**config.mk**
```make
export PLATFORM = sky130hd
export DESIGN_NAME = pce_input
export DESIGN_NICKNAME = d
export VERILOG_FILES = /design/src/source/pce_input_pkg.sv /design/src/source/pad_mux.sv /design/src/source/mouse_sampler.sv /design/src/source/tap_scanner.sv /design/src/source/pce_input.sv
export SDC_FILE = /design/constraint.sdc
export NUM_CORES = 1
export LEC_CHECK = 0
export ABC_AREA = 1
export BUFFER_PORTS_ARGS = -buffer_cell sky130_fd_sc_hd__buf_2
export CELL_PAD_IN_SITES_DETAIL_PLACEMENT = 0
export CELL_PAD_IN_SITES_GLOBAL_PLACEMENT = 2
export CORE_UTILIZATION = 30
export CTS_CLUSTER_DIAMETER = 80
export DETAILED_ROUTE_END_ITERATION = 8
export GPL_TIMING_DRIVEN = 0
export MAX_ROUTING_LAYER = met4
export PLACE_DENSITY_LB_ADDON = 0.1
export SLEW_MARGIN = 20
export SYNTH_ARGS = -nofsm -noshare
export SYNTH_HDL_FRONTEND = slang
export SYNTH_SLANG_ARGS = --single-unit
```
**constraint.sdc**
```tcl
create_clock -name clk_sys -period 2.5 [get_ports clk_sys]
set_input_delay 0.375 -clock clk_sys [delete_from_list [all_inputs] [get_ports clk_sys]]
set_output_delay 0.375 -clock clk_sys [all_outputs]
set_load 0.05 [all_outputs]
```
**src/source/pce_input_pkg.sv**
```systemverilog
package pce_input_pkg;

	//////////////////////////////////////////////////////////////////////
	// Sizes and constants
	//////////////////////////////////////////////////////////////////////

	// Ports behind the multitap
	localparam int NUM_PORTS = 5;
	localparam int PORT_W = 3;

	// Saturates after 32767 cycles with CLR low
	localparam int MOUSE_IDLE_W = 15;

	// Port numbers past the last pad read as nothing pressed
	localparam logic [15:0] EMPTY_PAD_WORD = 16'h0FFF;

	//////////////////////////////////////////////////////////////////////
	// Types
	//////////////////////////////////////////////////////////////////////

	// Host joystick, active high, right in bit 0
	typedef struct packed {
		logic button_vi;
		logic button_v;
		logic button_iv;
		logic button_iii;
		logic run;
		logic select;
		logic button_ii;
		logic button_i;
		logic up;
		logic down;
		logic left;
		logic right;
	} joy_t;

	// Console pad word, active low, one nibble per read
	typedef struct packed {
		logic [3:0] ident;
		logic [3:0] extra_buttons;
		logic [3:0] directions;
		logic [3:0] buttons;
	} pad_word_t;

	// Host mouse report, strobe toggles once per report
	typedef struct packed {
		logic       strobe;
		logic [7:0] dy;
		logic [7:0] dx;
		logic       btn_right;
		logic       btn_left;
	} mouse_report_t;

	// Lines driven by the console
	typedef struct packed {
		logic clr;
		logic sel;
	} port_ctrl_t;

	typedef struct packed {
		logic tap_en;
		logic six_btn_en;
		logic mouse_en;
	} input_mode_t;

endpackage

```
**src/source/pad_mux.sv**
```systemverilog
`timescale 1ns/1ns

module pad_mux import pce_input_pkg::*; (
	input  joy_t              joy [NUM_PORTS],
	input  logic [PORT_W-1:0] port,
	input  logic              mouse_en,
	input  logic [1:0]        mouse_buttons,
	input  logic [3:0]        mouse_nibble,
	output pad_word_t         word
);

	logic [7:0] mouse_byte;

	// Host joystick to console pad word
	function automatic pad_word_t encode_pad(input joy_t j);
		pad_word_t w;
		w.ident = 4'h0;
		w.extra_buttons = ~{j.button_vi, j.button_v, j.button_iv, j.button_iii};
		w.directions = ~{j.left, j.down, j.right, j.up};
		w.buttons = ~{j.run, j.select, j.button_ii, j.button_i};
		return w;
	endfunction

	// Movement nibble on top, buttons below
	assign mouse_byte = {mouse_nibble, ~{2'b00, mouse_buttons}};

	//////////////////////////////////////////////////////////////////////
	// Port select
	//////////////////////////////////////////////////////////////////////

	always_comb begin
		word = pad_word_t'(EMPTY_PAD_WORD);
		for (int i = 0; i < NUM_PORTS; i++) begin
			if (port == PORT_W'(i)) begin
				word = encode_pad(joy[i]);
			end
		end

		// Mouse takes over port 0, same byte for either bank
		if (mouse_en && port == '0) begin
			word = pad_word_t'({mouse_byte, mouse_byte});
		end
	end

endmodule

```
**src/source/mouse_sampler.sv**
```systemverilog
`timescale 1ns/1ns

module mouse_sampler import pce_input_pkg::*; (
	input  logic          clk_sys,
	input  logic          reset,
	input  mouse_report_t mouse,
	input  logic          clr,
	input  logic          clr_rise,
	output logic [3:0]    mouse_nibble
);

	logic                    strobe_q;
	logic                    new_report;
	logic [MOUSE_IDLE_W-1:0] idle_cnt;
	logic                    idle_full;
	logic [1:0]              count;

	// Movement since the last snapshot
	logic [7:0] acc_x;
	logic [7:0] acc_y;

	// Values the console is reading out
	logic [7:0] snap_x;
	logic [7:0] snap_y;

	assign new_report = mouse.strobe ^ strobe_q;
	assign idle_full = &idle_cnt;

	//////////////////////////////////////////////////////////////////////
	// Idle timeout
	//////////////////////////////////////////////////////////////////////

	always_ff @(posedge clk_sys) begin
		if (reset) begin
			idle_cnt <= '0;
		end else if (clr) begin
			idle_cnt <= '0;
		end else if (!idle_full) begin
			idle_cnt <= idle_cnt + 1'b1;
		end
	end

	//////////////////////////////////////////////////////////////////////
	// Report capture and nibble sequence
	//////////////////////////////////////////////////////////////////////

	always_ff @(posedge clk_sys) begin
		if (reset) begin
			strobe_q <= 1'b0;
			count <= 2'd3;
			acc_x <= '0;
			acc_y <= '0;
			snap_x <= '0;
			snap_y <= '0;
		end else begin
			strobe_q <= mouse.strobe;

			// Console gave up mid sequence, restart on next read
			if (idle_full) begin
				count <= 2'd3;
			end

			if (clr_rise) begin
				count <= count + 2'd1;
				if (&count) begin
					snap_x <= acc_x;
					snap_y <= acc_y;
					acc_x <= '0;
					acc_y <= '0;
				end
			end

			// A fresh report wins over the clear on wrap
			// X runs the other way on the console
			if (new_report) begin
				acc_x <= 8'd0 - mouse.dx;
				acc_y <= mouse.dy;
			end
		end
	end

	always_comb begin
		case (count)
			2'd0: mouse_nibble = snap_x[7:4];
			2'd1: mouse_nibble = snap_x[3:0];
			2'd2: mouse_nibble = snap_y[7:4];
			default: mouse_nibble = snap_y[3:0];
		endcase
	end

	// Timeout must restart the sequence
	idle_resync: assert property (
		@(posedge clk_sys) disable iff (reset)
		idle_full |=> count == 2'd3
	);

endmodule

```
**src/source/tap_scanner.sv**
```systemverilog
`timescale 1ns/1ns

module tap_scanner import pce_input_pkg::*; (
	input  logic              clk_sys,
	input  logic              reset,
	input  port_ctrl_t        ctrl,
	input  input_mode_t       mode,
	input  pad_word_t         word,
	output logic [PORT_W-1:0] port,
	output logic              high_bank,
	output logic              clr_rise,
	output logic [3:0]        nibble
);

	port_ctrl_t  ctrl_q;
	logic        clr_edge;
	logic        sel_edge;
	logic [1:0]  nibble_idx;
	logic [15:0] word_bits;

	assign clr_edge = ctrl.clr & ~ctrl_q.clr;
	assign sel_edge = ctrl.sel & ~ctrl_q.sel;

	// Bank picks the upper byte, SEL the nibble in it
	assign nibble_idx = {high_bank, ctrl.sel};
	assign word_bits = word;

	//////////////////////////////////////////////////////////////////////
	// Edge tracking and port counter
	//////////////////////////////////////////////////////////////////////

	always_ff @(posedge clk_sys) begin
		if (reset) begin
			ctrl_q <= '0;
			clr_rise <= 1'b0;
			port <= '0;
			high_bank <= 1'b0;
			nibble <= '0;
		end else begin
			ctrl_q <= ctrl;
			clr_rise <= clr_edge;
			nibble <= word_bits[{nibble_idx, 2'b00} +: 4];

			if (ctrl.clr) begin
				port <= '0;
				nibble <= '0;
				// Six button pads swap banks on every CLR pulse
				if (clr_edge) begin
					high_bank <= ~high_bank & mode.six_btn_en;
				end
			end else if (sel_edge && mode.tap_en) begin
				port <= port + 1'b1;
			end
		end
	end

	//////////////////////////////////////////////////////////////////////
	// Checks
	//////////////////////////////////////////////////////////////////////

	// Without the multitap SEL only flips nibbles
	port_hold: assert property (
		@(posedge clk_sys) disable iff (reset)
		(!ctrl.clr && !mode.tap_en) |=> $stable(port)
	);

	clr_blank: assert property (
		@(posedge clk_sys) disable iff (reset)
		ctrl.clr |=> nibble == 4'd0
	);

endmodule

```
**src/source/pce_input.sv**
```systemverilog
`timescale 1ns/1ns

module pce_input import pce_input_pkg::*; (
	input  logic          clk_sys,
	input  logic          reset,
	input  joy_t          joy [NUM_PORTS],
	input  mouse_report_t mouse,
	input  input_mode_t   mode,
	input  port_ctrl_t    ctrl,
	output logic [3:0]    nibble
);

	logic [PORT_W-1:0] port;
	logic              high_bank;
	logic              clr_rise;
	logic [3:0]        mouse_nibble;
	pad_word_t         word;

	// Scanner follows the console lines and latches the answer
	tap_scanner u_tap_scanner (
		.clk_sys   (clk_sys),
		.reset     (reset),
		.ctrl      (ctrl),
		.mode      (mode),
		.word      (word),
		.port      (port),
		.high_bank (high_bank),
		.clr_rise  (clr_rise),
		.nibble    (nibble)
	);

	pad_mux u_pad_mux (
		.joy           (joy),
		.port          (port),
		.mouse_en      (mode.mouse_en),
		.mouse_buttons ({mouse.btn_right, mouse.btn_left}),
		.mouse_nibble  (mouse_nibble),
		.word          (word)
	);

	mouse_sampler u_mouse_sampler (
		.clk_sys      (clk_sys),
		.reset        (reset),
		.mouse        (mouse),
		.clr          (ctrl.clr),
		.clr_rise     (clr_rise),
		.mouse_nibble (mouse_nibble)
	);

endmodule

```
* Word-level counts from Yosys, hierarchy flattened
Cells that the tools add are included.
Word-level totals: word-level logic and storage cells 73, flip-flop bits (word level) 61, bits of input ports 86, output and inout port bits 4
Operators by class: shift-type cells 1, $add $sub $neg 4, muxes and demuxes 13, bitwise logic cells 23, reduce and logical (&&, ||, !) cells 13, equal/unequal tests 6
Operator list (number):
- 12-bit 2-to-1 mux | 5
- 4-bit inverter | 15
- 8-bit 2-to-1 mux | 4
- 16-bit 2-to-1 mux | 1
- 16-bit by 5-bit indexed part select with 4-bit output | 1
- 15-bit by 1-bit adder with 15-bit output, second input constant | 1
- 15-bit AND reduction | 1
- 4-bit one-hot mux with 3 select lines | 1
- 1-bit by 8-bit subtractor with 8-bit output, first input constant | 1
- 3-bit by 2-bit == test with 1-bit output, second input constant | 2
- 2-bit AND reduction | 3
- 2-bit nonzero test | 3
- 2-bit 2-to-1 mux | 2
- 2-bit inverter with 4-bit output | 1
- 3-bit by 1-bit adder with 3-bit output, second input constant | 1
- 1-bit bitwise AND | 3
- 3-bit by 1-bit == test with 1-bit output, second input constant | 1
- 3-bit == test, second input constant | 1
- 3-bit zero test | 1
- 1-bit inverter | 3
- 3-bit AND reduction | 1
- 2-bit by 1-bit adder with 2-bit output, second input constant | 1
- 2-bit by 1-bit == test with 1-bit output, second input constant | 1
- 2-bit == test, second input constant | 1
- other kinds (4) | 5

* Longest topological paths before layout
Gate-level depths: netlist (run 1).
depth in word-level cells 8, gate-level depth with buffers 14, mapped depth without buffers 14

* By module
Synthesis (run 1) repeated with hierarchy kept, for this count alone.
Second synthesis, totals: cells, all modules 593, area, all modules 3716.1 sq um
By module, submodules not included:
- mouse_sampler | cells each 323, times used 1, area each 2359.8 sq um, sequential area each 1001.0 sq um
- pad_mux | cells each 181, times used 1, area each 785.8 sq um, sequential area each 0.0 sq um
- tap_scanner | cells each 89, times used 1, area each 570.5 sq um, sequential area each 220.2 sq um

* Worst setup path before layout (run 1)
Ideal clock, no wire load.
kind register to register, from register u_tap_scanner.port[2], to register u_tap_scanner.nibble[2], library setup time 0.132 ns, stages on the path, launching flop included 12, arrival 1.575 ns, slack 0.793 ns, buffers on the path 1, required time 2.368 ns, clock period less this slack 1.707 ns, path through dfxtp_1 -> inv_4 -> ha_1 -> inv_1 -> clkbuf_1 -> o21ai_0 -> inv_1 -> nand2_1 -> nand2_1 -> nand2_1 -> a21oi_1 -> a21oi_1
Between the ends: longest elaborated chain between the ends 8, elaborated cells between the ends (all ways) 13, those cells by class eq/ne: 4; shift: 1; mux: 6; reduce/logical: 2
Ends and longest elaborated chain:
- start, declared | RTL line tap_scanner.sv:9 | output logic [PORT_W-1:0] port,
- start signal, assigned | RTL line tap_scanner.sv:52 | port <= port + 1'b1;
- 3-bit zero test | RTL line pad_mux.sv:34, pad_mux.sv:40
- 12-bit 2-to-1 mux (5 in series) | RTL line pad_mux.sv:34 | if (port == PORT_W'(i)) begin
- 16-bit 2-to-1 mux * | RTL line pad_mux.sv:40 | if (mouse_en && port == '0) begin
- 16-bit by 5-bit indexed part select with 4-bit output * | RTL line tap_scanner.sv:42 | nibble <= word_bits[{nibble_idx, 2'b00} +: 4];
- end signal, assigned | RTL line tap_scanner.sv:42
- end, declared | RTL line tap_scanner.sv:12 | output logic [3:0] nibble
Every way passes the cells marked *; elsewhere a longest branch is shown, timed or not. A chain may end at the register's enable or synchronous reset.

* Final worst setup path (run 1)
from register u_tap_scanner.port[2], to register u_tap_scanner.nibble[3]
Same word-level chain as after synthesis.

==> flow_summary_export.csv, run 1 <==
group,metric,value,unit
layout,diodes,0,
global_route,grt_pass1_wl,16100,µm
critical_path,start_kind,"register",
sta,finalCriticalPeriod,2160,ps
critical_path,critPathMaxFanout,10,
sta,worst_pin_slew,611,ps
critical_path,crit_required,2680,ps
power_and_ir_drop,power_leakage,0.00211,µW
layout,fin_util,38.8,%
logic_synthesis,synth.mux.area_fraction,0,%
global_route,antenna_found_initial,0,
logic_synthesis,ys_seq_area_share,34.9,%
global_route,grt.overflow.total,0,
power_and_ir_drop,switching_share,26.0,%
sta,finalHoldViolCount,0,
sta,skew,7.97,ps
run,drv_cap,0,
clock_tree,postCtsHoldBufs,0,
logic_synthesis,yosysMostFrequentCell,"nand2_1",
layout,post_route_cells_drive_above_1_share,18.2,%
logic_synthesis,synth-edff-count,0,
logic_synthesis,synthAdderAreaFrac,4.30,%
route,drtPass1Iterations,4,
clock_tree,clk_latency,330,ps
logic_synthesis,synth_largest_type_area_fraction,34.9,%
placed_design,io_buffers,89,
sta,rsz0062_at_grt,"false",
logic_synthesis,syn_area_per_cell,6.39,µm²
clock_tree,post_cts_buffers,0,
global_route,grt_pass1_vias,3363,
route,drt_iter0_drc,119,
logic_synthesis,synth_cell_types,29,
clock_tree,htreeDepth,3,
critical_path,critPathKind,"register to register",
sta,setup_ws,338,ps
floorplanning,die_y,110,µm
logic_synthesis,synth_simple_gate_area_share,29.5,%
global_route,track_usage,18.1,%
logic_synthesis,yosys_register_bits,61,
floorplanning,die_x,110,µm
run_status,status,"finished, final reports clean",
route,dr_total_vias,3565,
sta,post-route-period-util,86.5,%
logic_synthesis,async_flop_share,0,%
clock_tree,cts_buffer_depth,2,
placed_design,gp_congestion,0.858,
clock_tree,cts_tree,"yes",
logic_synthesis,synth_nets,645,
global_route,use_met2,30.8,%
logic_synthesis,syn_inst,547,
route,drt_wl_total,10000,µm
clock_tree,root_buffer,"clkbuf_16",
critical_path,endpoint_kind,"register",
floorplanning,io_pins,90,
sta,slew_headroom,59.2,%
layout,layout.nets,745,
route,routedWlPerCell,12.6,µm
critical_path,cp.arrival,2350,ps
placed_design,detailed_place_hpwl,7940,µm
route,remaining_drc_errors,0,
min_path,holdCritPathClass,"input port to register",
power_and_ir_drop,power.share.clock,45.8,%
logic_synthesis,yosys-top-cells-count,"nand2_1, inv_1, dfxtp_1",
logic_synthesis,syn_area,3490,µm²
global_route,met3_usage,3.50,%
floorplanning,floorplan.initialDensity,30.7,%
route,ant_nets,0,
floorplanning,rows,39,
logic_synthesis,synthTopCellsByArea,"dfxtp_1, nand2_1, inv_1, a21oi_1, o21ai_0",
placed_design,place_worst_setup_slack,323,ps
logic_synthesis,synth_top_family_by_area,"simple AND/OR/NAND/NOR gates",
route,viasPerCell,4.50,
logic_synthesis,synth_warnings,0,
power_and_ir_drop,pwr-share-seq,39.8,%
clock_tree,cts_buffers,9,
clock_tree,cts_resized,0,
floorplanning,die_area,12100,µm²
logic_synthesis,synth_compound_area_share,17.0,%
layout,fillCellCount,1297,
sta,tns,0,ps
sta,slew_viol_final,0,
clock_tree,cts.sinks,61,
global_route,grtUsageMet1,21.5,%
global_route,gr-max-usage-layer,"met2",
power_and_ir_drop,vdd_drop_max,0.307,mV
sta,setup_viol,0,
logic_synthesis,synthFlopType,"dfxtp_1",
power_and_ir_drop,p_int,1960,µW
power_and_ir_drop,powerDensity,601,nW/µm²
sta,max_freq,462,MHz
power_and_ir_drop,combPwrFrac,14.4,%
logic_synthesis,synth_area_leader_cell,"dfxtp_1",
logic_synthesis,synth_xor_area_share,2.01,%
power_and_ir_drop,p_switching,688,µW
layout,area_delta_synth_final,26.1,%
global_route,grt_max_degree,11,
floorplanning,core-area,11400,µm²
clock_tree,clk_pin_slew,50,ps
[final timing paths]
kind	from	slack, ps	cells past startpoint	endpoint
max reg2reg	u_tap_scanner.port[2]	340	11	u_tap_scanner.nibble[3]
max	u_tap_scanner.port[2]	340	11	u_tap_scanner.nibble[3]
min	mouse[18]	270	3	u_mouse_sampler.strobe_q
min reg2reg	u_mouse_sampler.snap_y[3]	450	2	u_mouse_sampler.snap_y[3]
[per-stage QoR]
| stage | hold slack (ps) | instance area (µm²) | std cells | total power, µW |
|---|---|---|---|---|
| after CTS | 265 | 4410 | 793 | 2700 |
| after floorplan | 420 | 3490 | 547 | 1310 |
| after detailed placement | 439 | 4120 | 779 | 1460 |
| after global placement | 433 | 4120 | 779 | 1460 |
| after global routing | 277 | 4410 | 793 | 2790 |
| final | 273 | 4410 | 793 | 2650 |
[worst max-delay path: stages, from the launching register on]
cell and delay, ps:
dfxtp_1 520, inv_4 120, ha_1 240, inv_1 150
clkbuf_1 370, o21ai_0 150, inv_1 80, nand2_1 50
nand2_1 80, nand2_1 50, a21oi_1 120, a21oi_1 80
[registers in the layout (all words and copies together) (netlist names), 2 cells and up]
signal,count
u_mouse_sampler.snap_x,8
u_mouse_sampler.count,2
u_mouse_sampler.acc_x,8
u_tap_scanner.ctrl_q,2
u_mouse_sampler.acc_y,8
u_mouse_sampler.snap_y,8
u_mouse_sampler.idle_cnt,15
u_tap_scanner.nibble,4
u_tap_scanner.port,3
[placed cells by master (no fill, tap or decap), types with 2 or more instances in the layout]
master	instances
nand4_1	2
nand3_1	36
a21oi_1	57
xor2_1	3
clkinvlp_4	2
xnor2_1	5
or2_2	2
dfxtp_1	61
nor2_1	38
nor3_1	2
clkbuf_1	11
buf_6	5
o21ai_1	4
nand2_1	162
clkbuf_16	9
buf_2	89
inv_2	2
a211oi_1	3
a31oi_1	3
inv_1	83
o211ai_1	4
ha_1	12
nand3b_1	2
o21ai_0	42
[power by group through the flow]
stage	sequential [µW]	combinational (µW)	clock, µW
after floorplan	1080	227	0
after global placement	1070	385	0
after detailed placement	1080	388	0
after CTS	1060	391	1250
after global routing	1060	441	1290
final	1050	382	1210
[metal layers]
| metal | part of all wire (%) | vias up |
|---|---|---|
| met5 | 0 | - |
| met4 | 0.80 | 0 |
| met3 | 4.4 | 7 |
| met2 | 48 | 67 |
| met1 | 47 | 1562 |
| li1 | - | 1929 |
[cells by family (layout without fill, tap and decap cells)]
kind of cell             Yosys count  after routing
flip-flops                        61             61
AND/OR/NAND/NOR                  249            249
XOR/XNOR                           8              8
buffers and inverters            103            206
AO/OA/AOI/OAI                    114            114
adder cells (fa/ha/maj)           12             12
[area by class of cell]
class | count | area [µm²] | share of cell area, %
inverters | 86 | 325 | 7.38
clock buffers | 10 | 239 | 5.42
plain buffers | 17 | 105 | 2.38
multi-input cells | 383 | 1840 | 41.8
well taps | 143 | 179 | 4.06
repair buffers | 89 | 445 | 10.1
clock inverters | 4 | 50.0 | 1.14
flip-flops and latches | 61 | 1220 | 27.7
Note: power is estimated with default switching activity, not from simulation.
==> run 2, diff against run 1 <==
--- a/config.mk
+++ b/config.mk
@@ -9,13 +9,12 @@
 export BUFFER_PORTS_ARGS = -buffer_cell sky130_fd_sc_hd__buf_2
 export CELL_PAD_IN_SITES_DETAIL_PLACEMENT = 0
 export CELL_PAD_IN_SITES_GLOBAL_PLACEMENT = 2
-export CORE_UTILIZATION = 30
+export CORE_UTILIZATION = 28
 export CTS_CLUSTER_DIAMETER = 80
 export DETAILED_ROUTE_END_ITERATION = 8
 export GPL_TIMING_DRIVEN = 0
 export MAX_ROUTING_LAYER = met4
 export PLACE_DENSITY_LB_ADDON = 0.1
-export SLEW_MARGIN = 20
 export SYNTH_ARGS = -nofsm -noshare
 export SYNTH_HDL_FRONTEND = slang
 export SYNTH_SLANG_ARGS = --single-unit
==> constraint.sdc (replaced) <==
create_clock -name clk_sys -period 2.35 [get_ports clk_sys]
set_input_delay 0.3525 -clock clk_sys [delete_from_list [all_inputs] [get_ports clk_sys]]
set_output_delay 0.3525 -clock clk_sys [all_outputs]
set_load 0.05 [all_outputs]
==> flow_summary_export.csv, run 2 (synthesis results as in run 1) <==
group,metric,value,unit
placed_design,place_area,4150,µm²
floorplanning,die_area,12900,µm²
layout,largest_register,"u_mouse_sampler.idle_cnt",
clock_tree,htreeDepth,3,
placed_design,gp_congestion,0.784,
clock_tree,cts.sinks,61,
layout,post_route_cells_drive_above_1_share,18.3,%
floorplanning,die_y,114,µm
global_route,grt_pass1_vias,3466,
sta,max_freq,480,MHz
critical_path,start_kind,"register",
global_route,track_usage,16.9,%
critical_path,crit_required,2600,ps
floorplanning,io_pins,90,
placed_design,detailed_place_hpwl,8020,µm
sta,finalHoldViolCount,0,
layout,design_area,4450,µm²
layout,layout.nets,744,
route,drt_iter0_drc,110,
route,drt_wl_total,9970,µm
route,routedWlPerCell,12.2,µm
critical_path,critPathMaxFanout,9,
layout,fillCellCount,1407,
power_and_ir_drop,powerDensity,643,nW/µm²
route,viasPerCell,4.34,
layout,area_delta_synth_final,27.2,%
critical_path,cp.buffers_inverters,3,
layout,final_cell_mix,"nand2_1, buf_2, inv_1",
layout,largest_reg_flops,15,
route,dr_total_vias,3553,
clock_tree,post_cts_buffers,0,
sta,finalCriticalPeriod,2080,ps
route,remaining_drc_errors,0,
min_path,holdCritPathClass,"input port to register",
sta,slew_viol_final,0,
sta,post-route-period-util,88.7,%
critical_path,slowest_stage,"ha_1",
global_route,grt_pass1_wl,16500,µm
sta,slew_headroom,57.5,%
clock_tree,clk_latency,330,ps
critical_path,cp.arrival,2330,ps
critical_path,cp_common_cell,"inv_1",
layout,fin_util,36.7,%
floorplanning,core-area,12100,µm²
run,drv_cap,0,
route,drtPass1Iterations,4,
layout,diodes,0,
power_and_ir_drop,power_leakage,0.00212,µW
clock_tree,clk_pin_slew,50,ps
sta,setup_viol,0,
floorplanning,die_x,114,µm
critical_path,critPathKind,"register to register",
clock_tree,cts_buffers,9,
floorplanning,rows,40,
sta,skew,7.41,ps
critical_path,endpoint_kind,"register",
sta,rsz0062_at_grt,"false",
clock_tree,cts_buffer_depth,2,
sta,worst_pin_slew,637,ps
global_route,grt.overflow.total,0,
placed_design,io_buffers,89,
critical_path,crit_chain,"inv_1 > ha_1 > inv_1 > nor2_4 > nand2_2 > inv_1 > o21ai_0 > a31oi_1 > a21oi_1 > a21oi_1",
sta,tns,0,ps
floorplanning,floorplan.initialDensity,28.9,%
run_status,status,"finished, final reports clean",
route,ant_nets,0,
critical_path,crit_path_max_incr_delay,340,ps
layout,final_common_cell,"nand2_1",
clock_tree,cts_tree,"yes",
global_route,grt_max_degree,11,
global_route,antenna_found_initial,0,
critical_path,crit_family,"compound AO/OA/AOI/OAI gates",
power_and_ir_drop,vdd_drop_max,0.388,mV
clock_tree,root_buffer,"clkbuf_16",
==> run 2: tightest hold or removal path, stage by stage <==
cell,delay [ps]
buf_2,110
inv_1,40
nor2_1,30
==> run 2: area by class of cell <==
type / count / area, µm² / share of cell area (%)
buffer: 16 / 101 / 2.28
tap: 168 / 210 / 4.73
clock inverter: 4 / 47.5 / 1.07
inverter: 86 / 325 / 7.32
multi-input combinational: 383 / 1840 / 41.4
timing repair buffer: 89 / 445 / 10.0
clock buffer: 11 / 253 / 5.68
sequential: 61 / 1220 / 27.5
==> run 2: what timing repair did <==
item,CTS,global route
endpoints found under the setup margin,0,2
hold buffers,0,0
gates resized for setup,0,0
==> run 2: per-stage QoR <==
stage	hold WS, ps	total power, µW	instances	setup WS [ps]
after detailed placement	438	1560	804	189
after floorplan	420	1390	547	643
after global routing	256	3000	818	81.5
after global placement	437	1560	804	197
after CTS	236	2910	819	176
final	249	2860	818	267
==> run 2: report_power, final <==
| part | switching [µW] | internal, µW | total, µW |
|---|---|---|---|
| Clock | 462 | 868 | 1330 |
| Combinational | 243 | 164 | 407 |
| Sequential | 33.0 | 1090 | 1120 |
==> run 2: final timing paths <==
path,endpoint,depth (start not counted),slack (ps),startpoint
setup / recovery,u_tap_scanner.nibble[3],10,270,u_tap_scanner.port[0]
hold / removal,u_mouse_sampler.strobe_q,3,250,mouse[18]
setup reg to reg,u_tap_scanner.nibble[3],10,270,u_tap_scanner.port[0]
hold reg to reg,u_mouse_sampler.snap_y[1],2,440,u_mouse_sampler.snap_y[1]
==> run 2: layer usage <==
metal  wire (µm)  track usage [%]
met3         502             3.29
met1        4660             20.5
met2        4680             28.2
met5           0                -
met4         125             5.79
==> run 3, diff against run 2 <==
--- a/config.mk
+++ b/config.mk
@@ -5,11 +5,11 @@
 export SDC_FILE = /design/constraint.sdc
 export NUM_CORES = 1
 export LEC_CHECK = 0
-export ABC_AREA = 1
+export ABC_AREA = 0
 export BUFFER_PORTS_ARGS = -buffer_cell sky130_fd_sc_hd__buf_2
 export CELL_PAD_IN_SITES_DETAIL_PLACEMENT = 0
 export CELL_PAD_IN_SITES_GLOBAL_PLACEMENT = 2
-export CORE_UTILIZATION = 28
+export CORE_UTILIZATION = 29
 export CTS_CLUSTER_DIAMETER = 80
 export DETAILED_ROUTE_END_ITERATION = 8
 export GPL_TIMING_DRIVEN = 0
==> flow_summary_export.csv, run 3 <==
group,metric,value,unit
run_status,status,"finished, final reports clean",
global_route,grt_pass1_vias,3085,
global_route,grt_pass1_wl,15400,µm
critical_path,slowest_stage,"or2_2",
clock_tree,cts_tree,"yes",
min_path,worstHoldStart,"mouse[18]",
sta,skew,6.28,ps
critical_path,crit_chain,"clkbuf_2 > inv_1 > ha_1 > or2_2 > a221o_1 > a31oi_1 > a211oi_1 > o32a_1",
critical_path,start_kind,"register",
floorplanning,io_pins,90,
route,viasPerCell,4.89,
logic_synthesis,async_flop_share,0,%
sta,setup_viol,0,
critical_path,endpoint_kind,"register",
layout,final_cell_mix,"buf_2, nand2_1, dfxtp_1",
critical_path,critPathMaxFanout,11,
layout,largest_reg_flops,15,
route,dr_total_vias,3244,
clock_tree,clk_latency,330,ps
clock_tree,cts_resized,0,
clock_tree,postCtsHoldBufs,0,
sta,slew_headroom,50.3,%
layout,stdcell_count,664,
route,routedWlPerCell,14.7,µm
floorplanning,die_x,108,µm
run,drv_cap,0,
floorplanning,rows,38,
clock_tree,post_cts_buffers,0,
logic_synthesis,synth_area_leader_cell,"dfxtp_1",
logic_synthesis,synth_largest_type_area_fraction,37.3,%
logic_synthesis,yosysMostFrequentCell,"nand2_1",
power_and_ir_drop,power.share.clock,48.7,%
route,remaining_drc_errors,0,
route,drt_wl_total,9740,µm
placed_design,placed_cells,649,
floorplanning,floorplan.initialDensity,29.9,%
critical_path,critPathKind,"register to register",
logic_synthesis,synthTopCellsByArea,"dfxtp_1, nand2_1, a21oi_1, nor2_1, ha_1",
critical_path,crit_required,2570,ps
power_and_ir_drop,power_leakage,0.00175,µW
placed_design,detailed_place_hpwl,7620,µm
power_and_ir_drop,combPwrFrac,11.7,%
route,drt_iter0_drc,221,
global_route,grt.overflow.total,0,
floorplanning,die_area,11700,µm²
critical_path,r2r_cells,8,
power_and_ir_drop,p_switching,673,µW
logic_synthesis,yosys_register_bits,61,
layout,multiInputGateArea,1900,µm²
layout,final_common_cell,"buf_2",
sta,post-route-period-util,90.7,%
layout,fillCellCount,1204,
global_route,track_usage,17.7,%
logic_synthesis,synthFlopType,"dfxtp_1",
logic_synthesis,ys_seq_area_share,37.3,%
clock_tree,cts_buffer_depth,2,
power_and_ir_drop,vdd_drop_max,0.372,mV
placed_design,gp_congestion,0.758,
sta,max_freq,469,MHz
logic_synthesis,synth-edff-count,0,
layout,layout.nets,617,
power_and_ir_drop,switching_share,24.1,%
logic_synthesis,yosys-top-cells-count,"nand2_1, dfxtp_1, a21oi_1",
sta,rsz0062_at_grt,"false",
critical_path,r2r-end,"u_tap_scanner.nibble[0]",
clock_tree,clk_pin_slew,60,ps
route,drtPass1Iterations,5,
power_and_ir_drop,p_int,2120,µW
power_and_ir_drop,fin_total_pwr,2790,µW
sta,slew_viol_final,0,
sta,finalCriticalPeriod,2130,ps
logic_synthesis,syn_area,3270,µm²
logic_synthesis,syn_area_per_cell,7.79,µm²
logic_synthesis,synth_cell_types,51,
route,ant_nets,0,
min_path,holdCritPathClass,"input port to register",
critical_path,crit_family,"compound AO/OA/AOI/OAI gates",
critical_path,cp.arrival,2350,ps
critical_path,r2r_start,"u_tap_scanner.port[2]",
critical_path,crit_path_max_incr_delay,400,ps
clock_tree,cts_buffers,9,
critical_path,crit_cells,8,
sta,finalHoldViolCount,0,
clock_tree,cts.sinks,61,
floorplanning,core-area,10900,µm²
layout,post_route_cells_drive_above_1_share,22.5,%
sta,worst_pin_slew,742,ps
global_route,antenna_found_initial,0,
layout,seq_area,1220,µm²
clock_tree,root_buffer,"clkbuf_16",
floorplanning,die_y,108,µm
layout,largest_register,"u_mouse_sampler.idle_cnt",
logic_synthesis,syn_inst,420,
layout,diodes,0,
critical_path,cp.buffers_inverters,2,
critical_path,r2r_slack,220,ps
clock_tree,htreeDepth,3,
logic_synthesis,synth_nets,518,
logic_synthesis,synth_warnings,0,
min_path,worstHoldPathCells,2,
placed_design,io_buffers,89,
power_and_ir_drop,powerDensity,663,nW/µm²
power_and_ir_drop,pwr-share-seq,39.6,%
layout,area_delta_synth_final,28.6,%
global_route,grt_max_degree,12,
min_path,min_to,"u_mouse_sampler.strobe_q",
[run 3: changes by cell type in the layout (fill, tap and decap cells not counted), moves of 6 or more]
| cell | delta |
|---|---|
| a22oi_1 | +14 |
| a21oi_1 | -11 |
| xnor2_1 | +6 |
| inv_1 | -65 |
| nor2_1 | +7 |
| nand2_1 | -100 |
| nor2b_1 | +8 |
| nand3_1 | -26 |
| o21ai_0 | -23 |
[run 3: cells by family (layout without fill, tap and decap cells)]
kind of cell	count (synthesis)	count (layout)	share of synthesized area, %
buf+inv	41	145	4.78
fa+ha+maj	12	12	4.59
mux	2	2	0.612
simple gates	174	174	26.2
xor+xnor	16	16	4.28
compound gates	114	114	22.2
flops	61	61	37.3
[run 3: how the worst max path moves through the flow]
stage | startpoint | end | slack (ps)
6_report | u_tap_scanner.port[2] | u_tap_scanner.nibble[0] | 220
5_1_grt | u_tap_scanner.port[1] | u_tap_scanner.nibble[0] | 10
4_1_cts | u_tap_scanner.port[0] | u_tap_scanner.nibble[1] | 50
3_5_place_dp | u_tap_scanner.port[2] | u_tap_scanner.nibble[1] | -10
3_3_place_gp | u_tap_scanner.port[2] | u_tap_scanner.nibble[1] | -30
2_1_floorplan | u_tap_scanner.port[2] | u_tap_scanner.nibble[1] | 420
[run 3: routing by layer]
| layer | vias to the layer above | GRT usage [%] | share of wire, % |
|---|---|---|---|
| li1 | 1685 | - | - |
| met1 | 1449 | 22.7 | 49 |
| met2 | 102 | 27.5 | 45 |
| met3 | 8 | 2.89 | 5.3 |
| met4 | 0 | 7.73 | 1.3 |
| met5 | - | - | 0 |
[run 3: layout make-up]
type	count	area share, %
Inverter	18	1.61
Clock inverter	4	1.07
Timing Repair Buffer	89	10.6
Clock buffer	12	6.34
Multi-Input combinational cell	318	45.1
Sequential cell	61	29.0
Buffer	22	2.11
Tap cell	140	4.16
[run 3: power by group through the flow]
stage / clock [µW] / sequential [µW] / combinational [µW]
5_1_grt: 1430 / 1110 / 368
6_report: 1360 / 1100 / 325
3_5_place_dp: 0 / 1130 / 329
2_1_floorplan: 0 / 1130 / 174
3_3_place_gp: 0 / 1120 / 327
4_1_cts: 1390 / 1100 / 331
[run 3: metrics by stage]
step           cell area, µm²  hold slack, ps  util, %  TNS [ps]  setup WS (ps)
2_1_floorplan            3270             431        -         0            417
3_3_place_gp             3890             448     35.6     -26.8          -26.8
3_5_place_dp             3890             450     35.6     -9.76          -9.76
4_1_cts                  4200             258     38.4         0           50.9
5_1_grt                  4210             285     38.5         0           14.5
6_report                 4210             264     38.5         0            219
